**config.mk**
```make
export PLATFORM = sky130hd
export DESIGN_NAME = bf16_adder
export DESIGN_NICKNAME = d
export VERILOG_FILES = /design/src/common/bf16_pkg.sv /design/src/bf16_add/bf16_special_path.sv /design/src/bf16_add/bf16_operand_align.sv /design/src/bf16_add/bf16_mant_addsub.sv /design/src/bf16_add/bf16_normalize_round.sv /design/src/verilog/bf16_adder.sv
export SDC_FILE = /design/constraint.sdc
export NUM_CORES = 1
export LEC_CHECK = 0
export ABC_AREA = 1
export CORE_ASPECT_RATIO = 0.75
export CORE_MARGIN = 4
export CORE_UTILIZATION = 50
export CTS_CLUSTER_DIAMETER = 100
export DETAILED_ROUTE_END_ITERATION = 8
export DONT_BUFFER_PORTS = 1
export PLACE_DENSITY = 0.71
export SYNTH_ARGS = -nofsm -noshare
export SYNTH_HDL_FRONTEND = slang
export SYNTH_SLANG_ARGS = --single-unit
export TNS_END_PERCENT = 10
```
**constraint.sdc**
```tcl
create_clock -name i_clk -period 8.15 [get_ports i_clk]
set_clock_uncertainty 0.05 [all_clocks]
set_input_delay 0.815 -clock i_clk [delete_from_list [all_inputs] [get_ports i_clk]]
set_output_delay 0.815 -clock i_clk [all_outputs]
set_load 0.01 [all_outputs]
```
**src/common/bf16_pkg.sv**
```systemverilog
// BF16 adder definitions

`default_nettype none

package bf16_pkg;

        // ======================================================================
        // Field widths
        // ======================================================================
        localparam int EXP_W      = 8;
        localparam int MANT_W     = 7;
        localparam int GRS_W      = 3;
        localparam int EXT_MANT_W = 1 + MANT_W + GRS_W;

        // ======================================================================
        // Types
        // ======================================================================
        typedef logic [EXP_W+MANT_W:0]  bf16_t;
        typedef logic [EXP_W-1:0]       exp_t;
        typedef logic [MANT_W-1:0]      mant_t;
        // Implied one, mantissa, guard, round, sticky
        typedef logic [EXT_MANT_W-1:0]  ext_mant_t;
        // Extended significand plus a carry bit
        typedef logic [EXT_MANT_W:0]    sum_mant_t;
        typedef logic [3:0]             shift_t;

        // ======================================================================
        // Fixed encodings
        // ======================================================================
        localparam exp_t  EXP_ALL_ONES = 8'hFF;
        localparam bf16_t QNAN         = 16'h7FC0;

        // Clock edges from input sample to registered output
        localparam int LATENCY = 3;

endpackage : bf16_pkg

`default_nettype wire

```
**src/bf16_add/bf16_special_path.sv**
```systemverilog
// BF16 special case path

`default_nettype none

module bf16_special_path (
        input  wire logic            i_clk,
        input  wire logic            i_rst_n,
        input  wire bf16_pkg::bf16_t i_a,
        input  wire bf16_pkg::bf16_t i_b,
        output logic                 o_special,
        output bf16_pkg::bf16_t      o_special_result,
        output logic                 o_invalid
);

        logic            sign_a, sign_b;
        bf16_pkg::exp_t  exp_a, exp_b;
        bf16_pkg::mant_t mant_a, mant_b;
        logic            a_zero, b_zero, a_inf, b_inf, a_nan, b_nan;
        logic            inf_minus_inf;
        logic            spec_c, inv_c;
        bf16_pkg::bf16_t res_c;
        logic            spec_q, inv_q;
        bf16_pkg::bf16_t res_q;

        assign sign_a = i_a[bf16_pkg::EXP_W+bf16_pkg::MANT_W];
        assign sign_b = i_b[bf16_pkg::EXP_W+bf16_pkg::MANT_W];
        assign exp_a  = i_a[bf16_pkg::MANT_W +: bf16_pkg::EXP_W];
        assign exp_b  = i_b[bf16_pkg::MANT_W +: bf16_pkg::EXP_W];
        assign mant_a = i_a[bf16_pkg::MANT_W-1:0];
        assign mant_b = i_b[bf16_pkg::MANT_W-1:0];

        // Zero exponent covers true zero and flushed subnormals
        assign a_zero = (exp_a == '0);
        assign b_zero = (exp_b == '0);
        assign a_inf  = (exp_a == bf16_pkg::EXP_ALL_ONES) && (mant_a == '0);
        assign b_inf  = (exp_b == bf16_pkg::EXP_ALL_ONES) && (mant_b == '0);
        assign a_nan  = (exp_a == bf16_pkg::EXP_ALL_ONES) && (mant_a != '0);
        assign b_nan  = (exp_b == bf16_pkg::EXP_ALL_ONES) && (mant_b != '0);

        assign inf_minus_inf = a_inf && b_inf && (sign_a != sign_b);

        // Highest priority first
        always_comb begin
                spec_c = 1'b1;
                inv_c  = 1'b0;
                res_c  = bf16_pkg::QNAN;
                if (a_nan || b_nan || inf_minus_inf) begin
                        inv_c = inf_minus_inf;
                end else if (a_inf) begin
                        res_c = i_a;
                end else if (b_inf) begin
                        res_c = i_b;
                end else if (a_zero && b_zero) begin
                        res_c = {sign_a & sign_b, {(bf16_pkg::EXP_W+bf16_pkg::MANT_W){1'b0}}};
                end else if (a_zero) begin
                        res_c = i_b;
                end else if (b_zero) begin
                        res_c = i_a;
                end else begin
                        spec_c = 1'b0;
                end
        end

        // ======================================================================
        // Two register stages to meet the stage-2 data
        // ======================================================================
        always_ff @(posedge i_clk or negedge i_rst_n) begin
                if (!i_rst_n) begin
                        spec_q    <= 1'b0;
                        inv_q     <= 1'b0;
                        o_special <= 1'b0;
                        o_invalid <= 1'b0;
                end else begin
                        spec_q    <= spec_c;
                        inv_q     <= inv_c;
                        o_special <= spec_q;
                        o_invalid <= inv_q;
                end
        end

        always_ff @(posedge i_clk) begin
                res_q            <= res_c;
                o_special_result <= res_q;
        end

endmodule : bf16_special_path

`default_nettype wire

```
**src/bf16_add/bf16_operand_align.sv**
```systemverilog
// BF16 operand swap and alignment

`default_nettype none

module bf16_operand_align (
        input  wire logic                i_clk,
        input  wire logic                i_rst_n,
        input  wire bf16_pkg::bf16_t     i_a,
        input  wire bf16_pkg::bf16_t     i_b,
        input  wire logic                i_valid,
        output logic                     o_valid,
        output logic                     o_sign,
        output logic                     o_eff_sub,
        output bf16_pkg::exp_t           o_exp_l,
        output bf16_pkg::ext_mant_t      o_mant_l,
        output bf16_pkg::ext_mant_t      o_mant_s,
        output logic                     o_sticky
);

        localparam int MAG_W = bf16_pkg::EXP_W + bf16_pkg::MANT_W;

        logic                a_larger;
        bf16_pkg::bf16_t     op_l, op_s;
        bf16_pkg::exp_t      exp_l, exp_s, exp_diff;
        bf16_pkg::ext_mant_t ext_l, ext_s, aligned_s, shift_mask;
        bf16_pkg::shift_t    shift_amt;
        logic                sticky;

        // Exponent sits above the mantissa, so one compare orders by magnitude
        assign a_larger = (i_a[MAG_W-1:0] >= i_b[MAG_W-1:0]);
        assign op_l     = a_larger ? i_a : i_b;
        assign op_s     = a_larger ? i_b : i_a;

        assign exp_l    = op_l[bf16_pkg::MANT_W +: bf16_pkg::EXP_W];
        assign exp_s    = op_s[bf16_pkg::MANT_W +: bf16_pkg::EXP_W];
        assign exp_diff = exp_l - exp_s;

        // Implied one is always set since special operands get replaced later
        assign ext_l = {1'b1, op_l[bf16_pkg::MANT_W-1:0], {bf16_pkg::GRS_W{1'b0}}};
        assign ext_s = {1'b1, op_s[bf16_pkg::MANT_W-1:0], {bf16_pkg::GRS_W{1'b0}}};

        // Clamp so a long shift empties the significand into sticky
        assign shift_amt = (exp_diff >= bf16_pkg::EXT_MANT_W) ?
                           bf16_pkg::shift_t'(bf16_pkg::EXT_MANT_W) :
                           bf16_pkg::shift_t'(exp_diff);

        assign aligned_s  = ext_s >> shift_amt;
        // Mask of the bits that fall off the bottom
        assign shift_mask = (bf16_pkg::ext_mant_t'(1) << shift_amt) - bf16_pkg::ext_mant_t'(1);
        assign sticky     = |(ext_s & shift_mask);

        // ======================================================================
        // Stage 1 registers
        // ======================================================================
        always_ff @(posedge i_clk or negedge i_rst_n) begin
                if (!i_rst_n) begin
                        o_valid <= 1'b0;
                end else begin
                        o_valid <= i_valid;
                end
        end

        always_ff @(posedge i_clk) begin
                o_sign    <= op_l[MAG_W];
                o_eff_sub <= op_l[MAG_W] ^ op_s[MAG_W];
                o_exp_l   <= exp_l;
                o_mant_l  <= ext_l;
                o_mant_s  <= aligned_s;
                o_sticky  <= sticky;
        end

endmodule : bf16_operand_align

`default_nettype wire

```
**src/bf16_add/bf16_mant_addsub.sv**
```systemverilog
// BF16 significand add and subtract

`default_nettype none

module bf16_mant_addsub (
        input  wire logic                i_clk,
        input  wire logic                i_rst_n,
        input  wire logic                i_valid,
        input  wire logic                i_sign,
        input  wire logic                i_eff_sub,
        input  wire bf16_pkg::exp_t      i_exp_l,
        input  wire bf16_pkg::ext_mant_t i_mant_l,
        input  wire bf16_pkg::ext_mant_t i_mant_s,
        input  wire logic                i_sticky,
        output logic                     o_valid,
        output logic                     o_sign,
        output bf16_pkg::exp_t           o_exp_l,
        output bf16_pkg::sum_mant_t      o_sum,
        output logic                     o_sticky,
        output logic                     o_sum_zero
);

        bf16_pkg::sum_mant_t sum;

        // L holds the larger magnitude, so the difference never goes negative
        assign sum = i_eff_sub ? ({1'b0, i_mant_l} - {1'b0, i_mant_s}) :
                                 ({1'b0, i_mant_l} + {1'b0, i_mant_s});

        // ======================================================================
        // Stage 2 registers
        // ======================================================================
        always_ff @(posedge i_clk or negedge i_rst_n) begin
                if (!i_rst_n) begin
                        o_valid <= 1'b0;
                end else begin
                        o_valid <= i_valid;
                end
        end

        always_ff @(posedge i_clk) begin
                o_sign     <= i_sign;
                o_exp_l    <= i_exp_l;
                o_sum      <= sum;
                o_sticky   <= i_sticky;
                o_sum_zero <= (sum == '0) && !i_sticky;
        end

endmodule : bf16_mant_addsub

`default_nettype wire

```
**src/bf16_add/bf16_normalize_round.sv**
```systemverilog
// BF16 normalize, round and result select

`default_nettype none

module bf16_normalize_round (
        input  wire logic                i_clk,
        input  wire logic                i_rst_n,
        input  wire logic                i_valid,
        input  wire logic                i_sign,
        input  wire bf16_pkg::exp_t      i_exp_l,
        input  wire bf16_pkg::sum_mant_t i_sum,
        input  wire logic                i_sticky,
        input  wire logic                i_sum_zero,
        input  wire logic                i_special,
        input  wire bf16_pkg::bf16_t     i_special_result,
        input  wire logic                i_invalid,
        output logic                     o_valid,
        output bf16_pkg::bf16_t          o_result,
        output logic                     o_overflow,
        output logic                     o_underflow,
        output logic                     o_invalid
);

        localparam int MAG_W = bf16_pkg::EXP_W + bf16_pkg::MANT_W;

        bf16_pkg::shift_t    lzc, norm_shift;
        bf16_pkg::ext_mant_t mant_norm;
        logic                norm_sticky;
        logic signed [9:0]   exp_adj, exp_rnd;
        logic                guard, round_bit, sticky_bit, round_up;
        logic [bf16_pkg::MANT_W:0] mant_rnd;
        logic                rnd_carry;
        bf16_pkg::mant_t     mant_out;
        bf16_pkg::bf16_t     res_c;
        logic                ovf_c, unf_c;

        // ======================================================================
        // Leading-zero count over the 12-bit sum
        // ======================================================================
        always_comb begin
                lzc = bf16_pkg::shift_t'(bf16_pkg::EXT_MANT_W + 1);
                // Scan upward so the highest set bit wins
                for (int i = 0; i <= bf16_pkg::EXT_MANT_W; i++) begin
                        if (i_sum[i]) begin
                                lzc = bf16_pkg::shift_t'(bf16_pkg::EXT_MANT_W - i);
                        end
                end
        end

        // ======================================================================
        // Normalization
        // ======================================================================
        always_comb begin
                norm_shift = '0;
                if (i_sum[bf16_pkg::EXT_MANT_W]) begin
                        // Carry out drops one bit into sticky
                        mant_norm   = i_sum[bf16_pkg::EXT_MANT_W:1];
                        norm_sticky = i_sum[0] | i_sticky;
                        exp_adj     = $signed({2'b00, i_exp_l}) + 10'sd1;
                end else begin
                        norm_shift  = lzc - 4'd1;
                        mant_norm   = i_sum[bf16_pkg::EXT_MANT_W-1:0] << norm_shift;
                        norm_sticky = i_sticky;
                        exp_adj     = $signed({2'b00, i_exp_l}) - $signed({6'b0, norm_shift});
                end
        end

        // ======================================================================
        // Round to nearest even
        // ======================================================================
        assign guard      = mant_norm[2];
        assign round_bit  = mant_norm[1];
        assign sticky_bit = mant_norm[0] | norm_sticky;
        assign round_up   = guard && (round_bit || sticky_bit || mant_norm[3]);

        assign mant_rnd  = {1'b0, mant_norm[bf16_pkg::GRS_W +: bf16_pkg::MANT_W]} + round_up;
        assign rnd_carry = mant_rnd[bf16_pkg::MANT_W];
        // A mantissa carry leaves 1.0 at the next exponent
        assign mant_out  = rnd_carry ? '0 : mant_rnd[bf16_pkg::MANT_W-1:0];
        assign exp_rnd   = exp_adj + $signed({9'b0, rnd_carry});

        // Result priority
        always_comb begin
                res_c = {i_sign, exp_rnd[bf16_pkg::EXP_W-1:0], mant_out};
                ovf_c = 1'b0;
                unf_c = 1'b0;
                if (i_special) begin
                        res_c = i_special_result;
                end else if (i_sum_zero) begin
                        res_c = '0;
                end else if (exp_rnd >= 10'sd255) begin
                        res_c = {i_sign, bf16_pkg::EXP_ALL_ONES, {bf16_pkg::MANT_W{1'b0}}};
                        ovf_c = 1'b1;
                end else if (exp_rnd <= 10'sd0) begin
                        // Flush to a signed zero
                        res_c = {i_sign, {MAG_W{1'b0}}};
                        unf_c = 1'b1;
                end
        end

        // ======================================================================
        // Output registers
        // ======================================================================
        always_ff @(posedge i_clk or negedge i_rst_n) begin
                if (!i_rst_n) begin
                        o_valid     <= 1'b0;
                        o_result    <= '0;
                        o_overflow  <= 1'b0;
                        o_underflow <= 1'b0;
                        o_invalid   <= 1'b0;
                end else begin
                        o_valid     <= i_valid;
                        o_overflow  <= i_valid && ovf_c;
                        o_underflow <= i_valid && unf_c;
                        o_invalid   <= i_valid && i_special && i_invalid;
                        // Result holds between valid items
                        if (i_valid) begin
                                o_result <= res_c;
                        end
                end
        end

endmodule : bf16_normalize_round

`default_nettype wire

```
**src/verilog/bf16_adder.sv**
```systemverilog
// Pipelined BF16 adder

`default_nettype none

module bf16_adder (
        input  wire logic            i_clk,
        input  wire logic            i_rst_n,
        input  wire bf16_pkg::bf16_t i_a,
        input  wire bf16_pkg::bf16_t i_b,
        input  wire logic            i_valid,
        output bf16_pkg::bf16_t      o_result,
        output logic                 o_overflow,
        output logic                 o_underflow,
        output logic                 o_invalid,
        output logic                 o_valid
);

        // Stage 1
        logic                s1_valid, s1_sign, s1_eff_sub, s1_sticky;
        bf16_pkg::exp_t      s1_exp_l;
        bf16_pkg::ext_mant_t s1_mant_l, s1_mant_s;

        // Stage 2
        logic                s2_valid, s2_sign, s2_sticky, s2_sum_zero;
        bf16_pkg::exp_t      s2_exp_l;
        bf16_pkg::sum_mant_t s2_sum;

        // Special side path with two register stages
        logic                sp_special, sp_invalid;
        bf16_pkg::bf16_t     sp_result;

        bf16_special_path u_special (
                .i_clk            (i_clk),
                .i_rst_n          (i_rst_n),
                .i_a              (i_a),
                .i_b              (i_b),
                .o_special        (sp_special),
                .o_special_result (sp_result),
                .o_invalid        (sp_invalid)
        );

        bf16_operand_align u_align (
                .i_clk     (i_clk),
                .i_rst_n   (i_rst_n),
                .i_a       (i_a),
                .i_b       (i_b),
                .i_valid   (i_valid),
                .o_valid   (s1_valid),
                .o_sign    (s1_sign),
                .o_eff_sub (s1_eff_sub),
                .o_exp_l   (s1_exp_l),
                .o_mant_l  (s1_mant_l),
                .o_mant_s  (s1_mant_s),
                .o_sticky  (s1_sticky)
        );

        bf16_mant_addsub u_addsub (
                .i_clk      (i_clk),
                .i_rst_n    (i_rst_n),
                .i_valid    (s1_valid),
                .i_sign     (s1_sign),
                .i_eff_sub  (s1_eff_sub),
                .i_exp_l    (s1_exp_l),
                .i_mant_l   (s1_mant_l),
                .i_mant_s   (s1_mant_s),
                .i_sticky   (s1_sticky),
                .o_valid    (s2_valid),
                .o_sign     (s2_sign),
                .o_exp_l    (s2_exp_l),
                .o_sum      (s2_sum),
                .o_sticky   (s2_sticky),
                .o_sum_zero (s2_sum_zero)
        );

        bf16_normalize_round u_norm (
                .i_clk            (i_clk),
                .i_rst_n          (i_rst_n),
                .i_valid          (s2_valid),
                .i_sign           (s2_sign),
                .i_exp_l          (s2_exp_l),
                .i_sum            (s2_sum),
                .i_sticky         (s2_sticky),
                .i_sum_zero       (s2_sum_zero),
                .i_special        (sp_special),
                .i_special_result (sp_result),
                .i_invalid        (sp_invalid),
                .o_valid          (o_valid),
                .o_result         (o_result),
                .o_overflow       (o_overflow),
                .o_underflow      (o_underflow),
                .o_invalid        (o_invalid)
        );

endmodule : bf16_adder

`default_nettype wire

```
==> results.json <==
{
  "fillers": 1302,
  "critPathRequiredTime_ns": 8.37,
  "max_freq_mhz": 189,
  "ir_drop_uv": 152,
  "use_met2_pct": 32.0,
  "vias": 6331,
  "cp.arrival_ns": 5.51,
  "overflow": 0,
  "yosys_warnings": 0,
  "hold_viol_final": 0,
  "async_reset_ff_share_pct": 23.6,
  "min_period_ns": 5.29,
  "drtIter0Drc": 624,
  "drt-total-wl_mm": 16.8,
  "outcome": "completed",
  "postCtsSetupBuffers": 0,
  "busiest_layer": "met1",
  "diodes": 0,
  "io_buffers": 0,
  "layout.nets": 1067,
  "grtUsageTotal_pct": 22.0,
  "grt_pass1_wl_mm": 27.9,
  "p_int_uw": 1040,
  "seqPwrFrac_pct": 40.3,
  "wl_per_cell_um": 14.4,
  "fin_crit_sh_pct": 64.9,
  "ys_types": 49,
  "worst_path_largest_cell_delay_ns": 0.60,
  "via_per_inst": 5.44,
  "die_x_um": 143,
  "setup_tns_ns": 0,
  "hold_buffers": 0,
  "setup_violations": 0,
  "drive_gt1_share_pct": 4.93,
  "combinationalPowerShare_pct": 33.9,
  "slew_viol_final": 0,
  "swShare_pct": 38.2,
  "die_h_um": 109,
  "grtUsageMet1_pct": 33.1,
  "clk_latency_ns": 0.34,
  "startpoint_type": "flip-flop",
  "cts_resized": 0,
  "final_cell_mix": "nand2_1, inv_1, nand3_1, dfxtp_1, nor2_1",
  "globalRouteMet3Util_pct": 5.44,
  "areaGrowthSynthToFinish_pct": 6.19,
  "critPathSlowestCell": "ha_1",
  "crit_fanout": 16,
  "clockBufferDepth": 2,
  "die_area_sq_um": 15600,
  "final_common_cell": "nand2_1",
  "grt_pass1_vias": 5680,
  "antenna_found_initial": 0,
  "place_congestion": 0.965,
  "hp-class": "in2async",
  "slew-limit-headroom_pct": 44.2,
  "cts_made_buffers": 9,
  "root_buffer": "clkbuf_16",
  "crit_type": "reg2reg",
  "grt_max_degree": 49,
  "power_density_nw_per_um2": 232,
  "syn_area_per_cell_sq_um": 6.85,
  "rsz0062_at_grt": "false",
  "clock_power_share_pct": 25.8,
  "max_slew.worst_pin.slew_ns": 0.836,
  "ant_nets": 0,
  "reg2reg_setup_slack_ns": 2.86,
  "first_pass_iters": 6,
  "cp_common_cell": "nand2_1",
  "yosysSeqAreaShare_pct": 34.2,
  "syn_area_sq_um": 6830,
  "ys.flop_type": "dfxtp_1",
  "start_util_pct": 51.7,
  "synth_cells": 997,
  "drc": 0,
  "cts.sink_count": 110,
  "h-tree-depth": 3,
  "clkTransAtPathRegs_ns": 0.08,
  "cts_tree": "done",
  "hpwl_mm": 13.4,
  "synth_edf_count": 0,
  "end_kind": "flip-flop",
  "core_area_sq_um": 13200,
  "hold_slack_ns": 0.108,
  "yosys_register_bits": 110,
  "leakage_uw": 0.00350,
  "drv_cap": 0,
  "pin_count": 55,
  "power_switching_uw": 642,
  "synth_fp_nets": 1076,
  "rows": 36
}
-- area by class of cell --
cell class	count	area, sq um	area share (%)
clock inverter	5	51.3	0.708
inverter	135	507	6.99
sequential	110	2330	32.2
multi-input combinational	732	3890	53.7
clock buffer	11	254	3.50
tap	171	214	2.95
-- sequential cells by signal, summed over array words and instances (netlist names), 7 cells and up --
signal                      flops
u_align.o_mant_s               11
u_addsub.o_exp_l                8
u_norm.o_result                16
u_special.o_special_result     16
u_align.o_mant_l                7
u_special.res_q                16
u_addsub.o_sum                 12
u_align.o_exp_l                 8
-- through the flow --
step	cell area [sq um]	cells	setup slack (ns)	utilization (%)	total power, uW
floorplan	6830	997	3.49	-	1120
global placement	6940	1148	3.12	52.6	1250
detailed placement	6940	1148	2.96	52.6	1250
CTS	7250	1164	2.95	54.9	1680
global route	7250	1164	2.24	54.9	1800
finish	7250	1164	2.86	54.9	1680
-- cell usage after synthesis, types with 2 or more instances --
cell	n	area, sq um
o21ai_0	47	235
xor2_1	13	114
o21bai_1	2	15.0
o22ai_1	8	50.1
o211ai_1	5	37.5
nand2_1	257	965
nor2_1	79	297
nand3_2	5	50.1
buf_2	2	10.0
a31oi_1	3	18.8
nand2_2	7	43.8
or2_2	3	18.8
nand3b_1	4	30.0
o31ai_1	4	30.0
fa_1	2	40.0
clkinv_1	3	11.3
nor2_2	3	18.8
dfxtp_1	84	1680
o21ai_1	5	25.0
o2bb2ai_1	2	17.5
buf_6	2	22.5
inv_2	6	22.5
a21oi_1	59	295
xnor2_1	5	43.8
and2_1	5	31.3
nand3_1	113	566
inv_1	126	473
nand4_1	22	138
nor2_4	3	33.8
dfrtp_1	26	651
nor4_1	11	68.8
nor3_1	10	50.1
ha_1	42	526
clkbuf_1	12	45.0
buf_1	3	11.3
-- power groups by stage --
stage          Sequential (uW)  Combinational [uW]  Clock [uW]
6_report                   677                 569         433
4_1_cts                    679                 562         442
2_1_floorplan              668                 455           0
5_1_grt                    687                 651         464
3_5_place_dp               690                 559           0
3_3_place_gp               688                 562           0
-- routing by layer --
metal | wire length (um) | vias to the layer above
li1 | - | 3246
met1 | 8140 | 2825
met2 | 7040 | 249
met3 | 1530 | 11
met4 | 107 | 0
met5 | 0 | -
-- worst max-delay path: cells and delay by family (launching register included) --
family | cells | cell delay (ns)
AOI/OAI and AO/OA | 3 | 0.42
buffers and inverters | 3 | 0.42
DFF | 1 | 0.39
adders and majority gates | 3 | 0.97
and+or+nand+nor | 27 | 2.96
-- path summary, 6_finish.rpt --
| path | end | cells past startpoint | from |
|---|---|---|---|
| worst min register to register | u_addsub.o_exp_l[2] | 0 | u_align.o_exp_l[2] |
| worst min-delay path | u_special.inv_q | 0 | i_rst_n |
| worst max-delay path | u_norm.o_result[6] | 36 | u_addsub.o_sum[0] |
| max in group asynchronous | u_norm.o_result[8] | 0 | i_rst_n |
| min in group i_clk | u_addsub.o_exp_l[2] | 0 | u_align.o_exp_l[2] |
| worst max register to register | u_norm.o_result[6] | 36 | u_addsub.o_sum[0] |
-- kinds of logic (layout without fill, tap and decap cells) --
kind of cell,count (synthesis),count (layout),share of synthesized area [%]
adder cells (fa/ha/maj),44,44,8.28
flip-flops,110,110,34.2
buffers and inverters,155,151,8.83
AND/OR/NAND/NOR,527,527,34.6
XOR/XNOR,19,19,2.55
AO/OA/AOI/OAI,142,142,11.6
(Power assumes the default switching activity.)
